### src/verilog/md_bus_pkg.sv
/* Main-bus fabric shared definitions: widths, address map,
   FSM state codes and the bus word union */
package md_bus_pkg;

	// One bus word, either whole or as two byte lanes
	typedef union packed {
		logic [15:0] word;
		struct packed {
			logic [7:0] hi;
			logic [7:0] lo;
		} b;
	} bus_word_u;

	// --------------------
	// Widths
	// --------------------
	localparam int WRAM_AW    = 15;
	localparam int ZRAM_AW    = 13;
	localparam int BANK_COUNT = 8;
	localparam int BANK_W     = 6;
	localparam int BAR_W      = 9;

	// Clock enable periods, in MCLK cycles
	localparam int Z80_CE_DIV     = 15;
	localparam int M68K_CE_DIV    = 7;
	localparam int M68K_CEN_PHASE = 3;

	// --------------------
	// 68K address map
	// --------------------
	localparam logic [3:0]  ROM_REGION_END = 4'hA;
	localparam logic [7:0]  ZBUS_REGION    = 8'hA0;
	localparam logic [11:0] CTRL_REGION    = 12'hA11;
	localparam logic [3:0]  BUSREQ_SEL     = 4'h1;
	localparam logic [3:0]  ZRESET_SEL     = 4'h2;
	localparam logic [19:0] BANKREG_REGION = 20'hA130F;
	localparam logic [2:0]  WRAM_REGION    = 3'b111;
	// Byte address, above which A130Fx switches ROM banks
	localparam logic [24:0] BIG_ROM_LIMIT  = 25'h200000;

	// Z80 address map
	localparam logic [6:0] Z80_BANK_PAGE = 7'h60;
	localparam int         Z80_WIN_BIT   = 15;

	// --------------------
	// Sequencer sources and states
	// --------------------
	localparam logic [1:0] MSRC_NONE = 2'd0;
	localparam logic [1:0] MSRC_M68K = 2'd1;
	localparam logic [1:0] MSRC_Z80  = 2'd2;

	localparam logic [2:0] MBUS_IDLE      = 3'd0;
	localparam logic [2:0] MBUS_SELECT    = 3'd1;
	localparam logic [2:0] MBUS_RAM_READ  = 3'd2;
	localparam logic [2:0] MBUS_ROM_READ  = 3'd3;
	localparam logic [2:0] MBUS_ZBUS_READ = 3'd4;
	localparam logic [2:0] MBUS_FINISH    = 3'd5;

	// Z-bus arbiter sources and states
	localparam logic ZSRC_MBUS = 1'b0;
	localparam logic ZSRC_Z80  = 1'b1;

	localparam logic [1:0] ZBUS_IDLE   = 2'd0;
	localparam logic [1:0] ZBUS_READ   = 2'd1;
	localparam logic [1:0] ZBUS_FINISH = 2'd2;

endpackage

### src/verilog/open_bus_noise.sv
/* Open-bus noise: LFSR bits shifted into the floating bus word */
`timescale 1ns/1ps

module open_bus_noise
	import md_bus_pkg::*;
(
	input  logic      MCLK,
	input  logic      reset,
	input  logic      m68k_cep,
	output bus_word_u noise_word
);

	logic [16:0] lfsr;

	always_ff @(posedge MCLK) begin
		if (reset) begin
			lfsr <= '0;
			noise_word <= '0;
		end else if (m68k_cep) begin
			// All-zero term lets the LFSR start from a cleared state
			lfsr <= {lfsr[0] ^ lfsr[2] ^ ~|lfsr, lfsr[16:1]};
			noise_word.word <= {noise_word.word[14:0], lfsr[0]};
		end
	end

endmodule

### config.mk
export PLATFORM = sky130hd
export DESIGN_NAME = open_bus_noise
export DESIGN_NICKNAME = d
export VERILOG_FILES = /design/src/verilog/md_bus_pkg.sv /design/src/verilog/open_bus_noise.sv
export SDC_FILE = /design/constraint.sdc
export NUM_CORES = 1
export LEC_CHECK = 0
export BUFFER_PORTS_ARGS = -buffer_cell sky130_fd_sc_hd__buf_2
export CAP_MARGIN = 0
export CORE_UTILIZATION = 49
export DETAILED_ROUTE_END_ITERATION = 10
export MAX_ROUTING_LAYER = met4
export PLACE_DENSITY_LB_ADDON = 0.15
export SLEW_MARGIN = 20
export SYNTH_ARGS = -nofsm -noshare
export SYNTH_HDL_FRONTEND = slang
export SYNTH_SLANG_ARGS = --single-unit
### constraint.sdc
create_clock -name MCLK -period 3.2 [get_ports MCLK]
set_clock_uncertainty 0.1 [all_clocks]
set_input_delay 0 -clock MCLK [delete_from_list [all_inputs] [get_ports MCLK]]
set_output_delay 0 -clock MCLK [all_outputs]
set_load 0.02 [all_outputs]
* Yosys cells after proc, flatten, opt, wreduce, memory -nomap -nowiden
Index checks and enable logic that the tools add are counted.
** Operators by class
- Reduce and logical (&&, ||, !) cells :: 2
- Bitwise operators :: 2
** Operators with widths (count)
- $reduce_or 17->1 :: 1
- $xor 1x1->1 :: 2
- $logic_not 1->1 :: 1
** Word-level totals
- Bits of input ports :: 3
- Output and inout port bits :: 16
- Register bits after elaboration :: 33
- Word-level logic and storage cells :: 6

* Depth between registers and ports, before layout
- Word-level depth :: 3
- Gate-level depth with buffers :: 4
- Gate-level depth less buffers :: 3

* Worst setup path after synthesis
OpenSTA, ideal clock, no wires.
- Path type :: flip-flop to flip-flop
- From :: register lfsr[2]
- To :: register lfsr[16]
- Arrival :: 0.862 ns
- Period minus slack after synthesis :: 1.058 ns
- Setup time :: 0.096 ns
- Stages on the path, launching flop included :: 4
- Path slack :: 2.142 ns
- Path through :: dfxtp_1 nor4_1 nand4_1 o41ai_2
** Between the ends
- Word-level cells in the longest chain between the ends :: 3
- Elaborated cells on any way between the ends :: 4
- Classes of those cells :: 2 x bitwise; 2 x reduce/logical
** Ends and longest elaborated chain
- start: declaration :: line open_bus_noise.sv:13 : logic [16:0] lfsr;
- start signal: assignment :: line open_bus_noise.sv:21 : lfsr <= {lfsr[0] ^ lfsr[2] ^ ~|lfsr, lfsr[16:1]};
- $reduce_or 17->1 :: line open_bus_noise.sv:21
- $logic_not 1->1 :: line open_bus_noise.sv:21
- $xor 1x1->1 * :: line open_bus_noise.sv:21
Mark *: on every way between the ends. The rest lies on a longest branch, timed or not.
A chain may end at the register's enable or synchronous reset.

* Final worst setup path
Ends and elaborated chain as after synthesis.

==> impl_metrics.env <==
export IMPL_syn_nets=117
export IMPL_fin_nets=135
export IMPL_finalSetupViolations=0
export IMPL_utilization_pct=60.03
export IMPL_fp_dieArea_um2=2701
export IMPL_tightest_slew_ps=622.7
export IMPL_wl_um=1881
export IMPL_syn_avg_cell_area_um2=10.73
export IMPL_outcome="completed"
export IMPL_num_vias=805
export IMPL_grt_max_degree=35
export IMPL_routabilityCongestion=0.7052
export IMPL_reg2reg_slack_ps=1900
export IMPL_rsz0062_at_grt="no"
export IMPL_fmax_ghz=0.7715
export IMPL_ctsHoldBuffers=0
export IMPL_ys_seq_area_share_pct=53.99
export IMPL_antenna_found_initial=0
export IMPL_cts_root_buf="clkbuf_4"
export IMPL_cp_required_ps=3320
export IMPL_holdCritStartpoint="reset"
export IMPL_clk_pin_slew_ps=90
export IMPL_syn_inst=114
export IMPL_grt_pass1_wl_um=3236
export IMPL_crit_fanout=4
export IMPL_yosysTopAreaCellShare_pct=53.99
export IMPL_finalInstanceArea_um2=1366
export IMPL_num_fill_cells=183
export IMPL_peakVddDrop_v=0.0003725
export IMPL_clk_latency_ps=320
export IMPL_grt_use_total_pct=17.30
export IMPL_post_cts_setup_buffer_count=0
export IMPL_startpoint="lfsr[2]"
export IMPL_pwr_density_cell_nw_per_um2=495.2
export IMPL_core_area_um2=2276
export IMPL_worstSetupPathType="reg -> reg"
export IMPL_synth_top_cells_by_area="dfxtp_1 (54%), mux2i_1 (26%), nor2_1 (10%)"
export IMPL_dieHeight_um=51.97
export IMPL_synth_top_area_cell="dfxtp_1"
export IMPL_htree_num_levels=2
export IMPL_ys_seq_elements=33
export IMPL_slew_headroom_pct=58.49
export IMPL_grt_pass1_vias=753
export IMPL_ys_warn_count=0
export IMPL_stdcell_count=160
export IMPL_overflow=0
export IMPL_antenna_left=0
export IMPL_num_rows=17
export IMPL_fp_dieW_um=51.97
export IMPL_p_leak_nw=0.6563
export IMPL_first_pass_iters=3
export IMPL_drive_gt1_share_pct=20.45
export IMPL_placed_cell_area_um2=1311
export IMPL_worstPathArrival_ps=1420
export IMPL_min_path_type="in -> reg"
export IMPL_dp_hpwl_um=1219
export IMPL_synth_area_um2=1224
export IMPL_post_cts_resized=0
export IMPL_r2r_start="lfsr[2]"
export IMPL_report_final_slew_viol_count=0
export IMPL_hold_viol=0
export IMPL_synthDistinctLibCells=11
export IMPL_clockBufferDepth=2
export IMPL_cts_tree="done"
export IMPL_via_per_inst=5.031
export IMPL_period_share_pct=40.51
export IMPL_ioPinCount=19
export IMPL_endpoint_kind="flip-flop"
export IMPL_placedCellCount=153
export IMPL_layout_min_cycle_time_ps=1296
export IMPL_fin_setup_tns_ps=0
export IMPL_numCtsBuffers=5
export IMPL_start_kind="flip-flop"
export IMPL_detail_route_iter0_violations=8
export IMPL_area_growth_pct=11.66
export IMPL_drc=0
export IMPL_start_util_pct=53.77
export IMPL_cts_sinks=33
export IMPL_drv_cap=0
export IMPL_portBuffers=18
export IMPL_wl_per_cell_um=11.76
export IMPL_n_antenna_cell=0
## cell usage in the layout, fill, tap and decap left out
| master | synthesis | final |
|---|---|---|
| a211o_1 | 1 | 1 |
| buf_2 | 0 | 18 |
| buf_4 | 4 | 1 |
| clkbuf_1 | 4 | 1 |
| clkbuf_4 | 0 | 5 |
| clkbuf_8 | 0 | 1 |
| dfxtp_1 | 33 | 33 |
| mux2i_1 | 32 | 32 |
| nand4_1 | 1 | 1 |
| nor2_1 | 33 | 33 |
| nor4_1 | 3 | 3 |
| nor4b_2 | 1 | 1 |
| o41ai_2 | 1 | 1 |
| xnor2_1 | 1 | 1 |
## path summary, 6_finish.rpt
| check | end | cells after the start |
|---|---|---|
| worst min-delay path | lfsr[12] | 2 |
| worst max register to register | lfsr[16] | 3 |
| worst min register to register | noise_word[15] | 2 |
| worst max-delay path | lfsr[16] | 3 |
## synthesized netlist by cell type
master / n
nand4_1: 1
buf_4: 4
a211o_1: 1
nor4b_2: 1
nor2_1: 33
o41ai_2: 1
dfxtp_1: 33
xnor2_1: 1
mux2i_1: 32
clkbuf_1: 4
nor4_1: 3
## final cells by class
type	instances	area, um^2	area share, %
repair buffers	19	97.59	7.143
well taps	28	35.03	2.564
clock buffers	7	55.05	4.029
multi-input cells	73	518.0	37.91
flip-flops and latches	33	660.6	48.35
## flip-flops by register name (all words and copies together) (netlist names)
name / flops
lfsr: 17
noise_word: 16
## layer usage
layer | vias to the layer above | share of wire (%) | track usage [%]
met5 | - | 0 | -
met4 | 0 | 0.69 | 6.757
met3 | 2 | 4.4 | 7.895
met2 | 15 | 46 | 25.21
met1 | 368 | 49 | 20.65
li1 | 420 | - | -
## stage by stage
stage / total power [W] / hold slack (ps) / worst slack (ps)
5_1_grt: 0.0007062 / 60.77 / 1846
3_5_place_dp: 0.0004579 / 332.1 / 1811
3_3_place_gp: 0.0004571 / 336.0 / 1860
2_1_floorplan: 0.0004555 / 162.2 / 2142
6_report: 0.0006766 / 51.56 / 1904
4_1_cts: 0.0006852 / 45.53 / 1906
## critical path: stages, from the launching register on
cell	delay, ps
dfxtp_1	360
nor4_1	360
nand4_1	160
o41ai_2	220
## cells by family after synthesis
group           after synthesis  share of synthesized area [%]
simple gates                 38                          13.39
flops                        33                          53.99
mux                          32                          26.18
buf+inv                       8                          3.681
compound gates                2                          2.045
xor+xnor                      1                         0.7159
## report_power, final
part	switching (W)	internal, W
Sequential	0.00000240	0.000413
Clock	0.000125	0.000104
Combinational	0.0000187	0.0000137
No activity file was read; power rests on OpenSTA's default activity.
