[config.mk]
export PLATFORM = sky130hd
export DESIGN_NAME = bus_clock_enables
export DESIGN_NICKNAME = d
export VERILOG_FILES = /design/src/verilog/md_bus_pkg.sv /design/src/verilog/bus_clock_enables.sv
export SDC_FILE = /design/constraint.sdc
export NUM_CORES = 1
export LEC_CHECK = 0
export BUFFER_PORTS_ARGS = -buffer_cell sky130_fd_sc_hd__buf_2
export CORE_AREA = 2 2 39 41
export DETAILED_ROUTE_END_ITERATION = 16
export DIE_AREA = 0 0 41 43
export GPL_TIMING_DRIVEN = 0
export HOLD_SLACK_MARGIN = 0.03
export PLACE_DENSITY_LB_ADDON = 0.15
export SYNTH_ARGS = -nofsm -noshare
export SYNTH_HDL_FRONTEND = slang
export SYNTH_SLANG_ARGS = --single-unit
[constraint.sdc]
create_clock -name MCLK -period 2.5 [get_ports MCLK]
set_input_delay 0.5 -clock MCLK [delete_from_list [all_inputs] [get_ports MCLK]]
set_output_delay 0.5 -clock MCLK [all_outputs]
set_load 0.01 [all_outputs]
[src/verilog/md_bus_pkg.sv]
/* Main-bus fabric shared definitions: widths, address map,
   FSM state codes and the bus word union */
package md_bus_pkg;

	// One bus word, either whole or as two byte lanes
	typedef union packed {
		logic [15:0] word;
		struct packed {
			logic [7:0] hi;
			logic [7:0] lo;
		} b;
	} bus_word_u;

	// --------------------
	// Widths
	// --------------------
	localparam int WRAM_AW    = 15;
	localparam int ZRAM_AW    = 13;
	localparam int BANK_COUNT = 8;
	localparam int BANK_W     = 6;
	localparam int BAR_W      = 9;

	// Clock enable periods, in MCLK cycles
	localparam int Z80_CE_DIV     = 15;
	localparam int M68K_CE_DIV    = 7;
	localparam int M68K_CEN_PHASE = 3;

	// --------------------
	// 68K address map
	// --------------------
	localparam logic [3:0]  ROM_REGION_END = 4'hA;
	localparam logic [7:0]  ZBUS_REGION    = 8'hA0;
	localparam logic [11:0] CTRL_REGION    = 12'hA11;
	localparam logic [3:0]  BUSREQ_SEL     = 4'h1;
	localparam logic [3:0]  ZRESET_SEL     = 4'h2;
	localparam logic [19:0] BANKREG_REGION = 20'hA130F;
	localparam logic [2:0]  WRAM_REGION    = 3'b111;
	// Byte address, above which A130Fx switches ROM banks
	localparam logic [24:0] BIG_ROM_LIMIT  = 25'h200000;

	// Z80 address map
	localparam logic [6:0] Z80_BANK_PAGE = 7'h60;
	localparam int         Z80_WIN_BIT   = 15;

	// --------------------
	// Sequencer sources and states
	// --------------------
	localparam logic [1:0] MSRC_NONE = 2'd0;
	localparam logic [1:0] MSRC_M68K = 2'd1;
	localparam logic [1:0] MSRC_Z80  = 2'd2;

	localparam logic [2:0] MBUS_IDLE      = 3'd0;
	localparam logic [2:0] MBUS_SELECT    = 3'd1;
	localparam logic [2:0] MBUS_RAM_READ  = 3'd2;
	localparam logic [2:0] MBUS_ROM_READ  = 3'd3;
	localparam logic [2:0] MBUS_ZBUS_READ = 3'd4;
	localparam logic [2:0] MBUS_FINISH    = 3'd5;

	// Z-bus arbiter sources and states
	localparam logic ZSRC_MBUS = 1'b0;
	localparam logic ZSRC_Z80  = 1'b1;

	localparam logic [1:0] ZBUS_IDLE   = 2'd0;
	localparam logic [1:0] ZBUS_READ   = 2'd1;
	localparam logic [1:0] ZBUS_FINISH = 2'd2;

endpackage

[src/verilog/bus_clock_enables.sv]
/* Clock enables: 68K two-phase enables and the slower Z80 enable */
`timescale 1ns/1ps

module bus_clock_enables
	import md_bus_pkg::*;
(
	input  logic MCLK,
	input  logic reset,
	output logic m68k_cep,
	output logic m68k_cen,
	output logic z80_ce
);

	logic [$clog2(M68K_CE_DIV)-1:0] vcnt;
	logic [$clog2(Z80_CE_DIV)-1:0]  zcnt;

	always_ff @(posedge MCLK) begin
		if (reset) begin
			vcnt <= '0;
			zcnt <= '0;
			m68k_cep <= 1'b0;
			m68k_cen <= 1'b0;
			z80_ce <= 1'b0;
		end else begin
			vcnt <= (vcnt == M68K_CE_DIV - 1) ? '0 : vcnt + 1'b1;
			zcnt <= (zcnt == Z80_CE_DIV - 1) ? '0 : zcnt + 1'b1;

			// Pulses line up with vcnt at 0 and at the phase value
			m68k_cep <= (vcnt == M68K_CE_DIV - 1);
			m68k_cen <= (vcnt == M68K_CEN_PHASE - 1);
			z80_ce <= (zcnt == Z80_CE_DIV - 1);
		end
	end

endmodule

* After elaboration in Yosys (flattened, before gate mapping)
Cells that the tools add are included.
Cells by class: $add $sub $neg 2, equality and inequality tests 3, reductions and logical operators 2
Operators with widths (number):
- $add A4 B1 Y4 const B | 1
- $eq A4 B4 Y1 const B | 1
- $reduce_or A2 Y1 | 2
- $add A3 B1 Y3 const B | 1
- $eq A3 B2 Y1 const B | 1
- $eq A3 B3 Y1 const B | 1
Word-level totals: flip-flop bits (word level) 10, input port bits 2, output and inout port bits 3, logic and storage cells 12

* Depth between registers and ports, before layout
Gate-level depths: netlist of the first run.
depth after elaboration 2, gate-level depth with buffers 5, gate-level depth less buffers 5

* Least setup slack after synthesis of the first run
OpenSTA, ideal clock, no wires.
kind register -> register, start register zcnt[0], end register zcnt[2], setup time 66 ps, data arrival time 1006 ps, required time 2434 ps, slack 1428 ps, stages on the path, launching flop included 5, buffers on the path 0, period minus slack after synthesis 1072 ps, cells stage by stage dfxtp_1 inv_1 ha_1 a211o_1 a21oi_2
Between the ends: longest elaborated chain between the ends 2, elaborated cells on any way between the ends 3, classes of those cells add/sub (1); eq/ne (1); reduce/logical (1)
Ends and longest elaborated chain:
- start, declared | RTL line bus_clock_enables.sv:15 | logic [$clog2(Z80_CE_DIV)-1:0] zcnt;
- start signal, assigned | RTL line bus_clock_enables.sv:26 | zcnt <= (zcnt == Z80_CE_DIV - 1) ? '0 : zcnt + 1'b1;
- parallel branches: the longest is 2 deep, another holds $add A4 B1 Y4
Several ways; the timed one is not identified. A chain may end at the register's enable or synchronous reset.

* Worst setup path in the final report of the first run
start register m68k_cen, end output port m68k_cen
RTL lines:
- start, declared | RTL line bus_clock_enables.sv:10 | output logic m68k_cen,
- start signal, assigned | RTL line bus_clock_enables.sv:30 | m68k_cen <= (vcnt == M68K_CEN_PHASE - 1);
No word-level cell between the ends.

==> results.py, run 1 <==
metrics = {
    "logic_synthesis": {
        "ys.flop_type": "dfxtp_1",
        "synth_commonest_cells": "dfxtp_1 (10), ha_1 (4), nor2_1 (4)",
        "yosysTopAreaCellShare_pct": 52.12,
        "ys_types": 17,
        "synth_seq_cells": 10,
        "netlist_area_sq_um": 384.1,
        "synthTopCellsByArea": "dfxtp_1 (52%), ha_1 (13%), a21oi_1 (3.9%), nor2_1 (3.9%), nor3b_1 (3.9%)",
        "yosys_warnings": 0,
        "synth_top_area_cell": "dfxtp_1",
        "syn_nets": 45,
        "synth_edf_count": 0,
        "synth_most_common_cell": "dfxtp_1",
        "syn_area_per_cell_sq_um": 9.849,
        "async_reset_ff_share_pct": 0,
        "synth_seq_area_share_pct": 52.12,
        "synthCells": 39,
    },
    "layout": {
        "nFillCells": 152,
        "diodes": 0,
        "stdcell_count": 62,
        "finalNetCount": 53,
        "finalCoreUtilization_pct": 32.91,
        "design_area_sq_um": 455.4,
        "layout-drive-gt1-share_pct": 23.91,
        "area_growth_syn_to_layout_pct": 18.57,
    },
    "drt": {
        "initialDrtViolationCount": 1,
        "firstDrtPassIters": 2,
        "routed_wl_um": 597,
        "ant_nets": 0,
        "vias_per_cell": 4.419,
        "drcViolationCount": 0,
        "vias": 274,
        "avgRoutedWirePerCell_um": 9.629,
    },
    "global_routing": {
        "track_usage_pct": 8.779,
        "grt_pass1_wl_um": 979,
        "grt_overflow_total": 0,
        "grt_max_degree": 10,
        "antenna_found_initial": 0,
        "grt_pass1_vias": 278,
    },
    "clock_tree": {
        "insertion_delay_ps": 260,
        "cts.repair.resized": 0,
        "cts.clk_slew.worst_paths_ps": 60,
        "cts_root_buf": "clkbuf_4",
        "cts_hold_buffers": 0,
        "htreeDepth": 1,
        "clock_sinks": 10,
        "cts_setup_buffers": 0,
        "cts_tree": "done",
        "clockBufferDepth": 2,
        "cts_buffers": 3,
    },
    "floorplanning": {
        "pin_count": 5,
        "dieArea_sq_mm": 0.001763,
        "core_sq_mm": 0.001384,
        "rows": 14,
        "die_width_um": 41,
        "dieHeight_um": 43,
        "initial_utilization_pct": 27.76,
    },
    "placement": {
        "dp_cells": 58,
        "placed_area_sq_um": 419.2,
        "pre_cts_slack_ps": 1345,
        "dpl.hpwl_um": 481.9,
        "gp_congestion": 0.5649,
        "io_buffers": 3,
    },
    "power_and_ir_drop": {
        "vdd_ir_drop_max_mv": 0.2729,
        "power.total_uw": 339.0,
        "power.density_mw_per_mm2": 744.4,
        "p_leak_nw": 0.2018,
    },
    "job": {
        "max-cap-violations": 0,
    },
    "worst_setup_path": {
        "startpoint": "m68k_cen",
        "slowest_delay_ps": 310,
        "crit_family": "flip-flops",
        "start_kind": "flop",
        "path_cells": "buf_2",
        "end_kind": "primary output",
        "rrSetupSlack_ps": 1350,
        "r2r_cells": 4,
        "worstSetupPathType": "reg2out",
        "cp_slowest_cell": "dfxtp_1",
        "required_ps": 2000,
        "crit_fanout": 1,
        "r2r-start": "zcnt[0]",
        "r2r_end": "zcnt[2]",
        "path_buf_inv": 1,
        "critical_path_arrival_ps": 680,
    },
    "min_path": {
        "hp-start": "vcnt[0]",
        "min_path_cells": 1,
        "hp-class": "reg2reg",
        "min_to": "vcnt[0]",
    },
    "sta": {
        "fin_worst_skew_ps": 0.2717,
        "fmax_ghz": 0.8457,
        "relSlewSlack_pct": 89.13,
        "setup_slack_ps": 1318,
        "worst_slew_pin_slew_ps": 162.7,
        "period_minus_slack_ps": 1182,
        "fin_hold_ws_ps": 448.7,
        "fin_setup_tns_ps": 0,
        "finalSetupViolations": 0,
        "finalMaxSlewViolations": 0,
        "rsz0062_at_grt": "false",
        "finalCritPeriodShare_pct": 47.30,
        "hold_viol": 0,
    },
    "status": {
        "status": "complete, no violations",
    },
}
==> state kept, by name, indices dropped and copies added (netlist names) <==
register  count
z80_ce        1
vcnt          3
m68k_cen      1
zcnt          4
m68k_cep      1
==> layout by cell type, fill, tap and decap left out, types with 2 or more instances in the layout <==
| cell | instances |
|---|---|
| a21oi_1 | 3 |
| buf_2 | 4 |
| nor2_1 | 4 |
| nand2_1 | 2 |
| inv_1 | 3 |
| nor3_1 | 2 |
| ha_1 | 4 |
| clkbuf_4 | 3 |
| dfxtp_1 | 10 |
| nor3b_1 | 2 |
==> kinds of logic after synthesis <==
kind of cell,share of synthesized area [%]
and+or+nand+nor,19.87
adders and majority gates,13.03
AOI/OAI and AO/OA,9.770
buffers and inverters,5.209
DFF,52.12
==> worst max-delay path by stage <==
stage / end / slack [ps] / depth (start not counted)
2_1_floorplan: zcnt[2] / 1430 / 4
3_3_place_gp: zcnt[2] / 1390 / 4
3_5_place_dp: z80_ce / 1340 / 4
4_1_cts: m68k_cen / 1300 / 1
5_1_grt: zcnt[2] / 1280 / 4
6_report: m68k_cen / 1320 / 1
==> power breakdown <==
part | internal, mW | total, mW | switching (mW)
logic | 0.0114 | 0.0241 | 0.0127
clock network | 0.0882 | 0.139 | 0.0507
registers | 0.169 | 0.176 | 0.00741
==> layer usage <==
metal	global-route usage [%]	vias to the layer above	wire length [um]
met5	0	-	0
met3	3.141	0	17
met1	7.516	128	234
li1	-	144	-
met4	8.000	0	0
met2	14.37	2	345
==> cell type report <==
class	instances	area [sq um]	area share (%)
Timing Repair Buffer	3	15.01	3.297
Tap cell	16	20.02	4.396
Clock buffer	4	36.28	7.967
Buffer	1	5.005	1.099
Inverter	4	15.01	3.297
Multi-Input combinational cell	24	163.9	35.99
Sequential cell	10	200.2	43.96
(Power assumes the default switching activity.)
==> run 2, diff against run 1 <==
Clock period 2.5 ns to 1.1 ns, I/O delays scaled along.
==> run 2 against run 1 <==
Clock-buffer cell count unchanged. Die area is the same. Combinational power rose to 2.6 times the previous value. Sequential power increased by 130%. Sequential cell count is the same. Power increased by 130%. Worst hold slack got worse by 230 ps. Via count rose by 1.8%. Global-route usage up 0.10 points. Clock power grew 130%.
==> results.py, run 2 (synthesis gave the netlist of run 1 again) <==
metrics = {
    "drt": {
        "ant_nets": 0,
        "initialDrtViolationCount": 1,
        "routed_wl_um": 611,
        "avgRoutedWirePerCell_um": 9.698,
        "drcViolationCount": 0,
        "vias": 279,
        "vias_per_cell": 4.429,
        "firstDrtPassIters": 2,
    },
    "worst_setup_path": {
        "rrSetupSlack_ps": 70,
        "r2r_cells": 4,
        "required_ps": 1300,
        "end_kind": "flop",
        "crit_fanout": 3,
        "r2r-start": "zcnt[0]",
        "worstSetupPathType": "reg2reg",
        "start_kind": "flop",
        "r2r_end": "zcnt[2]",
        "critical_path_arrival_ps": 1230,
    },
    "layout": {
        "layout_common_cells": "dfxtp_1 (9), buf_2 (4), nor2_1 (4)",
        "regArea_sq_um": 201.4,
        "area_growth_syn_to_layout_pct": 22.80,
        "diodes": 0,
        "regMostFlops": "zcnt",
        "finalCoreUtilization_pct": 34.09,
        "stdcell_count": 63,
        "top_regs": "zcnt (4), vcnt (3)",
        "nFillCells": 149,
        "multi_input_area_sq_um": 171.4,
        "finalNetCount": 54,
        "design_area_sq_um": 471.7,
        "final_common_cell": "dfxtp_1",
        "largest_register_ffs": 4,
        "layout-drive-gt1-share_pct": 31.91,
    },
    "global_routing": {
        "grt_overflow_total": 0,
        "antenna_found_initial": 0,
        "grt_pass1_wl_um": 986,
        "grt_max_degree": 10,
        "track_usage_pct": 8.880,
        "grt_pass1_vias": 282,
    },
    "clock_tree": {
        "clock_sinks": 10,
        "cts_buffers": 3,
        "htreeDepth": 1,
        "insertion_delay_ps": 260,
        "clockBufferDepth": 2,
        "cts_root_buf": "clkbuf_4",
        "cts.clk_slew.worst_paths_ps": 60,
        "cts_tree": "done",
    },
    "sta": {
        "fin_setup_tns_ps": 0,
        "finalCritPeriodShare_pct": 93.69,
        "hold_viol": 0,
        "fin_worst_skew_ps": 0.5899,
        "finalMaxSlewViolations": 0,
        "rsz0062_at_grt": "false",
        "fmax_ghz": 0.9703,
        "relSlewSlack_pct": 89.78,
        "finalSetupViolations": 0,
        "worst_slew_pin_slew_ps": 152.2,
        "period_minus_slack_ps": 1031,
    },
    "job": {
        "max-cap-violations": 0,
    },
    "floorplanning": {
        "dieArea_sq_mm": 0.001763,
        "initial_utilization_pct": 27.76,
        "rows": 14,
        "die_width_um": 41,
        "core_sq_mm": 0.001384,
        "dieHeight_um": 43,
        "pin_count": 5,
    },
    "placement": {
        "io_buffers": 3,
        "dpl.hpwl_um": 481.9,
        "gp_congestion": 0.5649,
        "dp_cells": 58,
        "placed_area_sq_um": 419.2,
    },
    "min_path": {
        "hp-class": "in2reg",
        "min_path_cells": 2,
        "min_to": "zcnt[2]",
        "hp-start": "reset",
    },
    "status": {
        "status": "complete, no violations",
    },
    "power_and_ir_drop": {
        "p_leak_nw": 0.2091,
        "vdd_ir_drop_max_mv": 0.6204,
        "power.density_mw_per_mm2": 1648,
        "power.total_uw": 777.4,
    },
}
==> run 2: cell type report <==
cell class	count	share of cell area [%]
buffer	1	1.061
multi-input combinational	24	36.34
clock buffer	4	7.692
inverter	4	3.183
timing repair buffer	4	4.775
sequential	10	42.71
tap	16	4.244
==> run 2: report_power, final <==
| part | internal [mW] | leakage [nW] | switching [mW] |
|---|---|---|---|
| clock | 0.200 | 0.0210 | 0.115 |
| sequential | 0.384 | 0.0821 | 0.0157 |
| combinational | 0.0307 | 0.106 | 0.0321 |
| total | 0.615 | 0.209 | 0.162 |
==> run 2: per-layer routing <==
metal	vias to the layer above	part of all wire, %	track usage [%]	routed length (um)
li1	145	-	-	-
met1	132	39	7.516	236
met2	2	58	14.69	357
met3	0	2.8	3.141	17
met4	0	0	8.000	0
met5	-	0	0	0
==> run 2: worst max-delay path, cell delays in order, from the launching register on <==
cell,delay [ps]
dfxtp_2,340
inv_1,40
ha_2,190
a211o_1,300
a21oi_2,100
==> run 2: stage by stage <==
| stage | hold WS (ps) | worst slack, ps |
|---|---|---|
| floorplan | 417.3 | 28.40 |
| global placement | 431.0 | -13.85 |
| detailed placement | 438.4 | -55.04 |
| CTS | 215.1 | 20.92 |
| global route | 235.0 | 26.26 |
| finish | 220.3 | 69.41 |
==> run 2: worst max path at each step <==
stage | startpoint | endpoint | slack, ps | cells past startpoint
5_1_grt | zcnt[0] | zcnt[2] | 30 | 4
2_1_floorplan | zcnt[0] | zcnt[2] | 30 | 4
3_5_place_dp | zcnt[0] | z80_ce | -60 | 4
3_3_place_gp | zcnt[0] | zcnt[2] | -10 | 4
4_1_cts | zcnt[0] | zcnt[2] | 20 | 4
6_report | zcnt[0] | zcnt[2] | 70 | 4
==> run 2: what timing repair did <==
action	4_1_cts	5_1_grt
hold buffers	0	0
endpoints found under the setup margin	5	3
gates resized for setup	1	2
setup buffers	1	0
