## src/verilog/md_bus_pkg.sv

```systemverilog
/* Main-bus fabric shared definitions: widths, address map,
   FSM state codes and the bus word union */
package md_bus_pkg;

	// One bus word, either whole or as two byte lanes
	typedef union packed {
		logic [15:0] word;
		struct packed {
			logic [7:0] hi;
			logic [7:0] lo;
		} b;
	} bus_word_u;

	// --------------------
	// Widths
	// --------------------
	localparam int WRAM_AW    = 15;
	localparam int ZRAM_AW    = 13;
	localparam int BANK_COUNT = 8;
	localparam int BANK_W     = 6;
	localparam int BAR_W      = 9;

	// Clock enable periods, in MCLK cycles
	localparam int Z80_CE_DIV     = 15;
	localparam int M68K_CE_DIV    = 7;
	localparam int M68K_CEN_PHASE = 3;

	// --------------------
	// 68K address map
	// --------------------
	localparam logic [3:0]  ROM_REGION_END = 4'hA;
	localparam logic [7:0]  ZBUS_REGION    = 8'hA0;
	localparam logic [11:0] CTRL_REGION    = 12'hA11;
	localparam logic [3:0]  BUSREQ_SEL     = 4'h1;
	localparam logic [3:0]  ZRESET_SEL     = 4'h2;
	localparam logic [19:0] BANKREG_REGION = 20'hA130F;
	localparam logic [2:0]  WRAM_REGION    = 3'b111;
	// Byte address, above which A130Fx switches ROM banks
	localparam logic [24:0] BIG_ROM_LIMIT  = 25'h200000;

	// Z80 address map
	localparam logic [6:0] Z80_BANK_PAGE = 7'h60;
	localparam int         Z80_WIN_BIT   = 15;

	// --------------------
	// Sequencer sources and states
	// --------------------
	localparam logic [1:0] MSRC_NONE = 2'd0;
	localparam logic [1:0] MSRC_M68K = 2'd1;
	localparam logic [1:0] MSRC_Z80  = 2'd2;

	localparam logic [2:0] MBUS_IDLE      = 3'd0;
	localparam logic [2:0] MBUS_SELECT    = 3'd1;
	localparam logic [2:0] MBUS_RAM_READ  = 3'd2;
	localparam logic [2:0] MBUS_ROM_READ  = 3'd3;
	localparam logic [2:0] MBUS_ZBUS_READ = 3'd4;
	localparam logic [2:0] MBUS_FINISH    = 3'd5;

	// Z-bus arbiter sources and states
	localparam logic ZSRC_MBUS = 1'b0;
	localparam logic ZSRC_Z80  = 1'b1;

	localparam logic [1:0] ZBUS_IDLE   = 2'd0;
	localparam logic [1:0] ZBUS_READ   = 2'd1;
	localparam logic [1:0] ZBUS_FINISH = 2'd2;

endpackage

```

## src/verilog/main_bus_sequencer.sv

```systemverilog
/* Main-bus sequencer: arbitrates the 68K and Z80, decodes the map,
   holds the Z80 control and ROM bank registers */
`timescale 1ns/1ps

module main_bus_sequencer
	import md_bus_pkg::*;
(
	input  logic               MCLK,
	input  logic               reset,
	input  logic               m68k_cen,
	input  bus_word_u          noise_word,
	input  logic [23:1]        m68k_addr,
	input  logic [15:0]        m68k_wdata,
	output logic [15:0]        m68k_rdata,
	input  logic               m68k_as_n,
	input  logic               m68k_uds_n,
	input  logic               m68k_lds_n,
	input  logic               m68k_rnw,
	output logic               m68k_dtack_n,
	input  logic [15:0]        z80_addr,
	input  logic [7:0]         z80_wdata,
	input  logic               z80_mreq_n,
	input  logic               z80_rd_n,
	input  logic               z80_wr_n,
	output logic [7:0]         z80_mbus_data,
	output logic               z80_mbus_done_n,
	input  logic [BAR_W-1:0]   z80_bar,
	input  logic [24:1]        rom_size,
	output logic [24:1]        rom_addr,
	input  logic [15:0]        rom_data,
	output logic               rom_req,
	input  logic               rom_ack,
	output logic [WRAM_AW-1:0] wram_addr,
	output logic [15:0]        wram_wdata,
	output logic               wram_we_hi,
	output logic               wram_we_lo,
	input  logic [15:0]        wram_rdata,
	output logic               zbus_sel,
	output logic [14:0]        zbus_addr,
	output logic [7:0]         zbus_wdata,
	output logic               zbus_we,
	input  logic [7:0]         mbus_zbus_data,
	input  logic               mbus_zbus_ack_n,
	output logic               z80_busrq_n,
	output logic               z80_reset_n
);

	logic [2:0]        mstate;
	logic [1:0]        msrc;
	logic [23:1]       mbus_a;
	bus_word_u         mbus_do;
	bus_word_u         data;
	logic              mbus_rnw;
	logic              mbus_uds_n;
	logic              mbus_lds_n;
	logic [BANK_W-1:0] bank_reg [BANK_COUNT];
	logic              bank_on;
	logic              z80_io;
	logic              z80_zbus;
	logic              ctrl_sel;
	bus_word_u         ctrl_do;

	assign z80_io = ~z80_mreq_n & (~z80_rd_n | ~z80_wr_n);
	// Direct Z-bus space, handled by the Z-bus controller
	assign z80_zbus = ~z80_addr[Z80_WIN_BIT] & ~&z80_addr[14:8];

	// --------------------
	// Target ports
	// --------------------
	// 512 KB ROM pages once banking is on
	assign rom_addr = bank_on ? {bank_reg[mbus_a[21:19]], mbus_a[18:1]} : {1'b0, mbus_a};

	assign wram_addr = mbus_a[WRAM_AW:1];
	assign wram_wdata = mbus_do.word;
	assign wram_we_hi = (mstate == MBUS_RAM_READ) & ~mbus_rnw & ~mbus_uds_n;
	assign wram_we_lo = (mstate == MBUS_RAM_READ) & ~mbus_rnw & ~mbus_lds_n;

	// Byte lane for the 8-bit Z bus
	assign zbus_addr = {mbus_a[14:1], mbus_uds_n};
	assign zbus_wdata = mbus_uds_n ? mbus_do.b.lo : mbus_do.b.hi;
	assign zbus_we = ~mbus_rnw;

	// Control page, bit 8 reads back the register, the rest floats
	assign ctrl_sel = (mbus_a[23:12] == CTRL_REGION) && (mbus_a[7:1] == 7'd0);

	always_comb begin
		ctrl_do = noise_word;
		if (mbus_a[11:8] == BUSREQ_SEL)
			ctrl_do.word[8] = z80_busrq_n;
		else if (mbus_a[11:8] == ZRESET_SEL)
			ctrl_do.word[8] = z80_reset_n;
	end

	// --------------------
	// Sequencer FSM
	// --------------------
	always_ff @(posedge MCLK) begin
		if (reset) begin
			mstate <= MBUS_IDLE;
			msrc <= MSRC_NONE;
			m68k_dtack_n <= 1'b1;
			z80_mbus_done_n <= 1'b1;
			zbus_sel <= 1'b0;
			rom_req <= 1'b0;
			z80_busrq_n <= 1'b1;
			z80_reset_n <= 1'b0;
			bank_on <= 1'b0;
			for (int i = 0; i < BANK_COUNT; i++)
				bank_reg[i] <= BANK_W'(i);
		end else begin
			if (m68k_as_n)
				m68k_dtack_n <= 1'b1;
			if (!z80_io)
				z80_mbus_done_n <= 1'b1;

			case (mstate)
			MBUS_IDLE: begin
				// 68K first, on its second phase only
				if (!m68k_as_n && m68k_dtack_n && m68k_cen) begin
					msrc <= MSRC_M68K;
					mbus_a <= m68k_addr;
					mbus_do.word <= m68k_wdata;
					mbus_rnw <= m68k_rnw;
					mbus_uds_n <= m68k_uds_n;
					mbus_lds_n <= m68k_lds_n;
					data <= noise_word;
					mstate <= MBUS_SELECT;
				end else if (z80_io && !z80_zbus && z80_mbus_done_n) begin
					msrc <= MSRC_Z80;
					// Bank window, else the old VDP page, unmapped here
					mbus_a <= z80_addr[Z80_WIN_BIT] ? {z80_bar, z80_addr[14:1]}
						: {16'hC000, z80_addr[7:1]};
					mbus_do.word <= {z80_wdata, z80_wdata};
					mbus_rnw <= z80_wr_n;
					mbus_uds_n <= z80_addr[0];
					mbus_lds_n <= ~z80_addr[0];
					data.word <= 16'hFFFF;
					mstate <= MBUS_SELECT;
				end
			end

			MBUS_SELECT: begin
				// Unmapped finishes with the default data
				mstate <= MBUS_FINISH;
				if (mbus_a[23:20] < ROM_REGION_END) begin
					if (mbus_a < rom_size) begin
						rom_req <= ~rom_ack;
						mstate <= MBUS_ROM_READ;
					end
				end else if (mbus_a[23:16] == ZBUS_REGION) begin
					zbus_sel <= 1'b1;
					mstate <= MBUS_ZBUS_READ;
				end else if (ctrl_sel) begin
					data <= ctrl_do;
					if (!mbus_rnw && !mbus_uds_n) begin
						if (mbus_a[11:8] == BUSREQ_SEL)
							z80_busrq_n <= ~mbus_do.word[8];
						if (mbus_a[11:8] == ZRESET_SEL)
							z80_reset_n <= mbus_do.word[8];
					end
				end else if (mbus_a[23:4] == BANKREG_REGION) begin
					// Register 0 stays fixed
					if (!mbus_rnw && {rom_size, 1'b0} > BIG_ROM_LIMIT
						&& mbus_a[3:1] != 3'd0) begin
						bank_reg[mbus_a[3:1]] <= mbus_do.word[BANK_W-1:0];
						bank_on <= 1'b1;
					end
				end else if (mbus_a[23:21] == WRAM_REGION) begin
					mstate <= MBUS_RAM_READ;
				end
			end

			MBUS_RAM_READ: begin
				data.word <= wram_rdata;
				mstate <= MBUS_FINISH;
			end

			// Toggle handshake, stalls until the ROM side answers
			MBUS_ROM_READ: begin
				if (rom_req == rom_ack) begin
					data.word <= rom_data;
					mstate <= MBUS_FINISH;
				end
			end

			MBUS_ZBUS_READ: begin
				if (!mbus_zbus_ack_n) begin
					zbus_sel <= 1'b0;
					data.word <= {mbus_zbus_data, mbus_zbus_data};
					mstate <= MBUS_FINISH;
				end
			end

			MBUS_FINISH: begin
				if (msrc == MSRC_Z80) begin
					z80_mbus_data <= z80_addr[0] ? data.b.lo : data.b.hi;
					z80_mbus_done_n <= 1'b0;
					mstate <= MBUS_IDLE;
				end else begin
					m68k_rdata <= data.word;
					m68k_dtack_n <= 1'b0;
					if (m68k_as_n || mbus_rnw || !m68k_uds_n || !m68k_lds_n)
						mstate <= MBUS_IDLE;
				end
			end

			default: mstate <= MBUS_IDLE;
			endcase
		end
	end

endmodule

```

## config.mk

```make
export PLATFORM = sky130hd
export DESIGN_NAME = main_bus_sequencer
export DESIGN_NICKNAME = d
export VERILOG_FILES = /design/src/verilog/md_bus_pkg.sv /design/src/verilog/main_bus_sequencer.sv
export SDC_FILE = /design/constraint.sdc
export NUM_CORES = 1
export LEC_CHECK = 0
export BUFFER_PORTS_ARGS = -buffer_cell sky130_fd_sc_hd__buf_4
export CAP_MARGIN = 15
export CORE_MARGIN = 2
export CORE_UTILIZATION = 51
export CTS_CLUSTER_SIZE = 30
export DETAILED_ROUTE_END_ITERATION = 8
export HOLD_SLACK_MARGIN = 0.15
export PLACE_DENSITY = 0.82
export SETUP_SLACK_MARGIN = 0.1
export SYNTH_ARGS = -nofsm -noshare
export SYNTH_HDL_FRONTEND = slang
export SYNTH_SLANG_ARGS = --single-unit
```

## constraint.sdc

```tcl
create_clock -name MCLK -period 5.84 [get_ports MCLK]
set_input_delay 0.292 -clock MCLK [delete_from_list [all_inputs] [get_ports MCLK]]
set_output_delay 0.292 -clock MCLK [all_outputs]
set_load 0.01 [all_outputs]
```

# --- Word-level counts from Yosys, hierarchy flattened ---
# Memories as Yosys holds them, arrays and structs flattened. A register that Yosys moved wholly into a read port is not among the register bits.
# Index checks and enable logic that the tools add are counted.
word_totals:
  out_inout_bits: 111
  memories: 1
  reg_bits: 94
  ram_bits: 48
  wordCells: 163
classes:
  magnitude_cmp: 3
  reduce_logical: 37
  n_bitwise: 21
  mux: 63
  eq_ne: 21
mem_list:
  columns: ["memory", "words", "word_bits", "read_ports", "rd_clocked_by_memory_dff", "write_ports", "line_no", "source"]
  rows:
  - ["bank_reg", 8, 6, 1, 1, 8, "main_bus_sequencer.sv:56", "logic [BANK_W-1:0] bank_reg [BANK_COUNT];"]
ops:
  columns: ["operator", "count"]
  rows:
  - ["16-bit two-way mux", 9]
  - ["16-bit case mux with 5 select lines", 1]
  - ["23-bit two-way mux", 3]
  - ["3-bit two-way mux", 14]
  - ["1-bit two-way mux", 28]
  - ["25-bit by 22-bit > comparator with 1-bit output (second input constant)", 1]
  - ["23-bit by 24-bit less-than comparator with 1-bit output", 1]
  - ["24-bit two-way mux", 1]
  - ["20-bit == test (second input constant)", 1]
  - ["3-bit case mux with 6 select lines", 1]
  - ["6-bit AND reduction", 3]
  - ["8-bit two-way mux", 2]
  - ["1-bit NOT", 15]
  - ["12-bit == test (second input constant)", 1]
  - ["2-bit != test (second input constant)", 6]
  - ["3-bit AND reduction", 4]
  - ["3-bit == test (second input constant)", 3]
  - ["8-bit == test (second input constant)", 1]
  - ["1-bit logical AND", 8]
  - ["4-bit AND reduction", 2]
  - ["8-bit AND reduction", 1]
  - ["1-bit zero test", 7]
  - ["7-bit zero test", 1]
  - ["7-bit AND reduction", 1]
  - ["20 further kinds", 30]

# --- Longest topological paths before layout ---
# Gate-level depths: netlist of run 1.
logic_depth:
  depth_word: 13
  mapped_depth: 8
  ltp_nobuf: 8

# --- Least setup slack after synthesis of run 1 ---
# No wires, ideal clock.
synth_timing:
  path_type: "register -> register"
  from: "reg mbus_a[22] (netlist name)"
  to: "reg data[0] (netlist name), enable pin"
  required_ns: 5.362
  n_path_buf: 0
  path_slack_ns: 1.232
  period_less_slack_ns: 4.608
  path_stages_with_launch: 5
  t_arrival_ns: 4.130
  path_cell_list: "edfxtp_1 or4_1 nor4_1 nand4_1 a2111oi_0"
synth_via:
  elab_chain_cells: 4
  word_cells_on_any_way: 8
  cone_classes: "order compare (1); eq/ne (5); reduce/logical (2)"
synth_lines:
  columns: ["item", "line_no", "source"]
  rows:
  - ["from (decl)", "main_bus_sequencer.sv:50", "logic [23:1] mbus_a;"]
  - ["from (signal assigned)", "main_bus_sequencer.sv:121", "mbus_a <= m68k_addr;"]
  - ["from (signal assigned)", "main_bus_sequencer.sv:131", "mbus_a <= z80_addr[Z80_WIN_BIT] ? {z80_bar, z80_addr[14:1]}"]
  - ["branches (longest 3 deep; another with 4-bit less-than comparator)", null, null]
  - ["8-bit AND reduction (no source line) *", null, null]
  - ["to (signal assigned)", "main_bus_sequencer.sv:126", "data <= noise_word;"]
  - ["to (signal assigned)", "main_bus_sequencer.sv:154", "data <= ctrl_do;"]
  - ["to (decl)", "main_bus_sequencer.sv:52", "bus_word_u data;"]
# Mark *: on every way between the ends.
# A chain may end at the register's enable or synchronous reset.

==> impl_metrics.yaml, run 1 <==
timing:
  timing.setup.tns_ns: 0
  setup_violations: 0
  worstMarginPinSlew_ns: 0.9283
  period_needed_ns: 3.436
  setup_clock_skew_after_layout_ns: 0.01040
  slew-limit-headroom: 0.3803
  fin_max_slew_vios: 0
  final_hold_viol_count: 0
  layout_worst_path_cycle_share: 0.5884
  max_freq_ghz: 0.2910
  unrepaired_setup_endpoints_after_global_routing: "false"
critical_path:
  critical_path_buf_inv_count: 0
  r2r_start: "mstate[0]"
  r2r_setup_slack_ns: 2.40
  timing.critical_path.to_type: "register"
  required_ns: 5.94
  timing.critical_path.slowest_stage_cell: "dfxtp_1"
  timing.critical_path.arrival_ns: 3.54
  slowest_delay_ns: 0.92
  timing.critical_path.cells: "or3b_1 -> or4_4 -> a211oi_4 -> and4b_1 -> or2_1"
  timing.reg2reg.worst_path_depth: 5
  timing.critical_path.from_type: "register"
  path_class: "reg -> reg"
  cp_delay_by_family_top: "simple AND/OR/NAND/NOR gates"
  cp_max_fo: 27
  r2r-end: "bank_reg[6][3]"
  critical_path_depth: 5
global_routing:
  combined_global_route_utilization_of_all_metal_layers: 0.2894
  gr-total-overflow: 0
  grt_pass1_wl_um: 35950
  pin_count_of_the_biggest_net_entering_global_routing: 46
  first_global_vias: 6693
  number_of_antenna_violations_at_the_first_check_in_global_routing: 0
cells_and_area:
  largest_reg_flops: 48
  diodes: 0
  core_utilization_of_the_finished_layout: 0.7124
  syn2layout_area_growth_pct: 36.61
  final_layout_size_suffix_gt1_frac: 0.3546
  finalInstanceArea_mm2: 0.01079
  fill_cells: 1030
  nets: 1174
synthesis:
  synth-async-reset-ratio: 0
  synth-seq-area-share: 0.5322
  synth_area_mm2: 0.007899
  count_of_different_cell_masters_after_synthesis: 58
  syn_area_per_cell_um2: 10.99
  synth_seq_cells: 145
  syn-instance-count: 719
  synth-edff-count: 130
  warnings_synthesis: 0
  synth_flop_cell: "edfxtp_1"
power:
  power_report.internal_total_mw: 2.248
  power_per_cell_area_mw_per_mm2: 299.7
  power.share.switching: 0.3049
  clock_power_share: 0.300
  vdd.ir_drop.worst_mv: 0.1970
  pwr-share-comb: 0.258
  total_switching_power_mw: 0.9862
  cellLeakagePower_nw: 4.529
  power.share.sequential: 0.442
routing:
  route.met3.wl_um: 2092
  wl_per_cell_um: 20.13
  avgViaCountPerCell: 5.738
  routed_wl_um: 23930
  detail_route.first_pass.iterations: 6
  drt.antenna.violating_nets: 0
  drtIter0Drc: 818
  m1WireLength_um: 9082
  met2_wirelength_um: 12020
  post-route-drc-count: 0
  vias: 6823
  routed.top_layer: "met4"
placement:
  hpwlAfterDp_um: 16840
  gp_congestion: 0.8861
  placed_area_mm2: 0.009798
  place.port_buffers: 274
die:
  die_height_um: 128.5
  io_pins: 275
  fp.dieArea_mm2: 0.01650
  floorplan.rows: 45
  core_area_mm2: 0.01515
  dieWidth_um: 128.5
  initial_core_util: 0.5215
run_status:
  run_status: "complete, no violations"
cts:
  cts_made_buffers: 17
  clock-root-buffer: "clkbuf_16"
  post_cts_resize_count: 0
  clock_tree.buffer_depth: 2
  clk_pin_slew_ns: 0.06
  cts_max_level: 4
  worstSkewPairLatency_ns: 0.42
  tritoncts_clock_tree: "done"
  clock_sink_count: 145
hold_path:
  hold_crit_class: "in -> reg"
  holdCritStartpoint: "z80_rd_n"
  whs_path_depth: 3
  hold_path_end: "z80_mbus_done_n"
run:
  timing.max_cap.violations: 0
tightest hold or removal path: stages:
cell and delay, ns:
buf_4 0.08, a21oi_1 0.07, a21oi_1 0.11
power by group through the flow:
stage | Sequential (mW) | Combinational [mW] | Clock (mW)
after global routing | 1.44 | 0.908 | 1.01
after global placement | 1.44 | 0.774 | 0
after detailed placement | 1.45 | 0.786 | 0
after CTS | 1.43 | 0.818 | 0.968
after floorplan | 1.39 | 0.538 | 0
final | 1.43 | 0.835 | 0.969
repair_timing:
| action | CTS | global route |
|---|---|---|
| hold buffers | 47 | 0 |
| buffers inserted | 0 | 0 |
| endpoints found under the hold margin | 34 | 0 |
synthesized netlist by cell type, types with 9 or more instances:
master    count  area share
nor4_1       10      0.0079
o221ai_1     33       0.037
o21ai_0      26       0.016
buf_1         9      0.0043
mux4_2       12       0.034
nor3_1       10      0.0063
mux2i_1      23       0.029
nand3_1      18       0.011
dfxtp_1      15       0.038
ha_1         22       0.035
nand2_1     132       0.063
edfxtp_1    130        0.49
a21oi_1      18       0.011
and2_1       14       0.011
mux2_2       20       0.029
clkbuf_1     25       0.012
nor2_1       44       0.021
inv_1        31       0.015
buf_4        48       0.046
stage by stage:
| stage | cells | power [mW] | hold slack, ns | setup WS (ns) |
|---|---|---|---|---|
| CTS | 1189 | 3.214 | 0.1501 | 2.443 |
| floorplan | 724 | 1.926 | 0.4192 | 1.232 |
| global route | 1189 | 3.366 | 0.1651 | 2.259 |
| finish | 1189 | 3.234 | 0.1590 | 2.404 |
| detailed placement | 1110 | 2.234 | 0.4311 | 2.456 |
| global placement | 1110 | 2.216 | 0.4256 | 2.494 |
cells by family (layout without fill, tap and decap cells):
group           count (synthesis)  after routing  synth area share
xor+xnor                        1              1          0.001109
flops                         145            145            0.5322
other cells                     1              6         0.0004748
compound gates                101            101           0.08919
buf+inv                       115            392           0.07778
simple gates                  279            279            0.1725
fa+ha+maj                      22             22           0.03485
mux                            55             55           0.09187
layer usage:
| metal | up-vias | global-route usage |
|---|---|---|
| met4 | 0 | 0.1015 |
| li1 | 3134 | - |
| met5 | - | 0 |
| met2 | 404 | 0.5084 |
| met3 | 60 | 0.05738 |
| met1 | 3225 | 0.3572 |
final cells by class:
class | instances | area [µm²] | share of cell area
clock inverters | 12 | 85.08 | 0.007885
well taps | 188 | 235.2 | 0.02180
repair buffers | 329 | 2587 | 0.2398
flip-flops and latches | 145 | 4204 | 0.3896
multi-input cells | 464 | 3126 | 0.2897
inverters | 31 | 116.4 | 0.01078
clock buffers | 20 | 436.7 | 0.04047
worst max path at each step:
stage	start	to	slack [ns]
floorplan	mbus_a[22]	data[0]	1.23
global placement	mstate[0]	bank_reg[4][3]	2.49
detailed placement	mstate[0]	bank_reg[2][1]	2.46
CTS	mstate[0]	bank_reg[2][5]	2.44
global route	mstate[0]	bank_reg[4][5]	2.26
finish	mstate[0]	bank_reg[6][3]	2.40
cells in the final DEF (no fill, tap or decap), drive strengths merged, types with 4 or more instances in the layout:
cell type / count
a31oi: 6
dfxtp: 15
nand2b: 8
mux2: 20
nor3b: 4
edfxtp: 130
or2: 9
mux4: 12
o221ai: 33
clkinv: 8
and2: 14
nor4: 10
nand4: 8
ha: 22
a21oi: 18
nor2: 44
conb: 6
nand3: 18
nand2: 132
dlygate4sd3: 47
inv: 33
mux2i: 23
clkbuf: 20
nor3: 10
a211oi: 5
o21ai: 26
buf: 282
Note: power is estimated with default switching activity, not from simulation.
==> run 2, diff against run 1 <==
- clock period: 5.84 -> 3.5 ns (I/O delays scaled with it)
==> impl_metrics.yaml, run 2 (synthesis gave the netlist of run 1 again) <==
run_status:
  run_status: "complete, no violations"
timing:
  worstMarginPinSlew_ns: 0.8237
  finalWorstSetupSlack_ns: 0.4171
  setup_violations: 0
  slew-limit-headroom: 0.4509
  period_needed_ns: 3.083
  final_hold_viol_count: 0
  timing.setup.tns_ns: 0
  layout_worst_path_cycle_share: 0.8808
  unrepaired_setup_endpoints_after_global_routing: "false"
  setup_clock_skew_after_layout_ns: 0.01104
  fin_max_slew_vios: 0
  max_freq_ghz: 0.3244
cts:
  tritoncts_clock_tree: "done"
  clock_sink_count: 145
  worstSkewPairLatency_ns: 0.43
  clock-root-buffer: "clkbuf_16"
  cts_max_level: 4
  clk_pin_slew_ns: 0.06
  clock_tree.buffer_depth: 2
  cts_made_buffers: 17
routing:
  drtIter0Drc: 610
  avgViaCountPerCell: 5.847
  routed_wl_um: 26690
  detail_route.first_pass.iterations: 6
  wl_per_cell_um: 21.20
  vias: 7361
  drt.antenna.violating_nets: 0
  post-route-drc-count: 0
global_routing:
  gr-total-overflow: 0
  grt_pass1_wl_um: 40310
  grt_util_met3: 0.08067
  number_of_antenna_violations_at_the_first_check_in_global_routing: 0
  use_met2: 0.5767
  gr-usage-met1: 0.3708
  combined_global_route_utilization_of_all_metal_layers: 0.3259
  global_route.peak_usage_layer: "met2"
  pin_count_of_the_biggest_net_entering_global_routing: 45
  first_global_vias: 7569
cells_and_area:
  mostFrequentLayoutCell: "buf_4"
  diodes: 0
  layout.cells.most_common_list: "buf_4 (287), nand2_1 (132), edfxtp_1 (130)"
  final_layout_size_suffix_gt1_frac: 0.3380
  nets: 1244
  area_of_combinational_cells_with_multiple_inputs_mm2: 0.003138
  syn2layout_area_growth_pct: 46.27
  largest_reg_flops: 48
  core_utilization_of_the_finished_layout: 0.7628
  final-instance-count-excl-fill: 1259
  fill_cells: 922
  sequential_cell_area_mm2: 0.004204
die:
  floorplan.rows: 45
  dieWidth_um: 128.5
  initial_core_util: 0.5215
  fp.dieArea_mm2: 0.01650
  core_area_mm2: 0.01515
  die_height_um: 128.5
  io_pins: 275
placement:
  gp_congestion: 0.9033
  preCtsSetupSlack_ns: 0.4673
  place.port_buffers: 274
  hpwlAfterDp_um: 17520
  dp_cells: 1115
critical_path:
  timing.critical_path.cells: "or4_1 -> nor4_1 -> nand4_1 -> a211oi_4 -> and4b_1 -> or2_1"
  timing.critical_path.arrival_ns: 3.20
  required_ns: 3.62
  path_class: "reg -> reg"
  timing.critical_path.slowest_stage_cell: "or4_1"
  slowest_delay_ns: 0.59
  timing.critical_path.from_type: "register"
  cp_max_fo: 8
  timing.critical_path.to_type: "register"
run:
  timing.max_cap.violations: 0
power:
  vdd.ir_drop.worst_mv: 0.3887
  power_per_cell_area_mw_per_mm2: 500.3
  power_mw: 5.781
  cellLeakagePower_nw: 4.838
hold_path:
  hold_crit_class: "in -> reg"
[run 2: cell count changes in the layout (fill, tap and decap cells not counted), sizes merged]
cell / change
dlygate4sd3: +65
clkbuf: +1
clkinv: -4
buf: +5
inv: -1
clkinvlp: +2
bufinv: +2
[run 2: area by class of cell]
class / count / share of cell area
flip-flops and latches: 145 / 0.3639
inverters: 31 / 0.01007
multi-input cells: 464 / 0.2716
well taps: 188 / 0.02036
repair buffers: 399 / 0.2835
clock buffers: 21 / 0.03899
clock inverters: 11 / 0.01159
[run 2: routing by layer]
layer  part of all wire  vias up
met5                  0        -
met1               0.36     3523
li1                   -     3267
met2               0.51      473
met4              0.044        0
met3              0.087       98
[run 2: repair_timing]
item                                   in CTS  in global routing
setup endpoints to repair                   0                  0
gates resized for setup                     0                  0
hold buffers                              112                  0
setup buffers                               0                  0
endpoints found under the hold margin      65                  0
[run 2: critical path, delay by kind of cell, from the launching register on]
| kind | cells | cell delay [ns] |
|---|---|---|
| AOI/OAI and AO/OA | 1 | 0.50 |
| and+or+nand+nor | 5 | 1.81 |
| DFF | 1 | 0.45 |
[run 2: worst paths after layout]
path                     to              start  slack (ns)  depth (start not counted)
min reg2reg   m68k_rdata[1]            data[1]        0.45                          0
max reg2reg  bank_reg[6][2]         mbus_a[22]        0.42                          6
max          bank_reg[6][2]         mbus_a[22]        0.42                          6
min                data[10]  mbus_zbus_data[2]        0.15                          3
[run 2: through the flow]
step	area, µm²	hold slack (ns)
after floorplan	7926	0.3022
after CTS	11550	0.1502
after global routing	11550	0.1636
after detailed placement	9848	0.4310
final	11550	0.1503
after global placement	9848	0.4246
[run 2: power by group]
| part | internal (mW) | switching [mW] | total [mW] |
|---|---|---|---|
| Sequential | 2.18 | 0.174 | 2.35 |
| Combinational | 0.790 | 0.831 | 1.62 |
| Clock | 1.07 | 0.734 | 1.81 |
| Total | 4.04 | 1.74 | 5.78 |
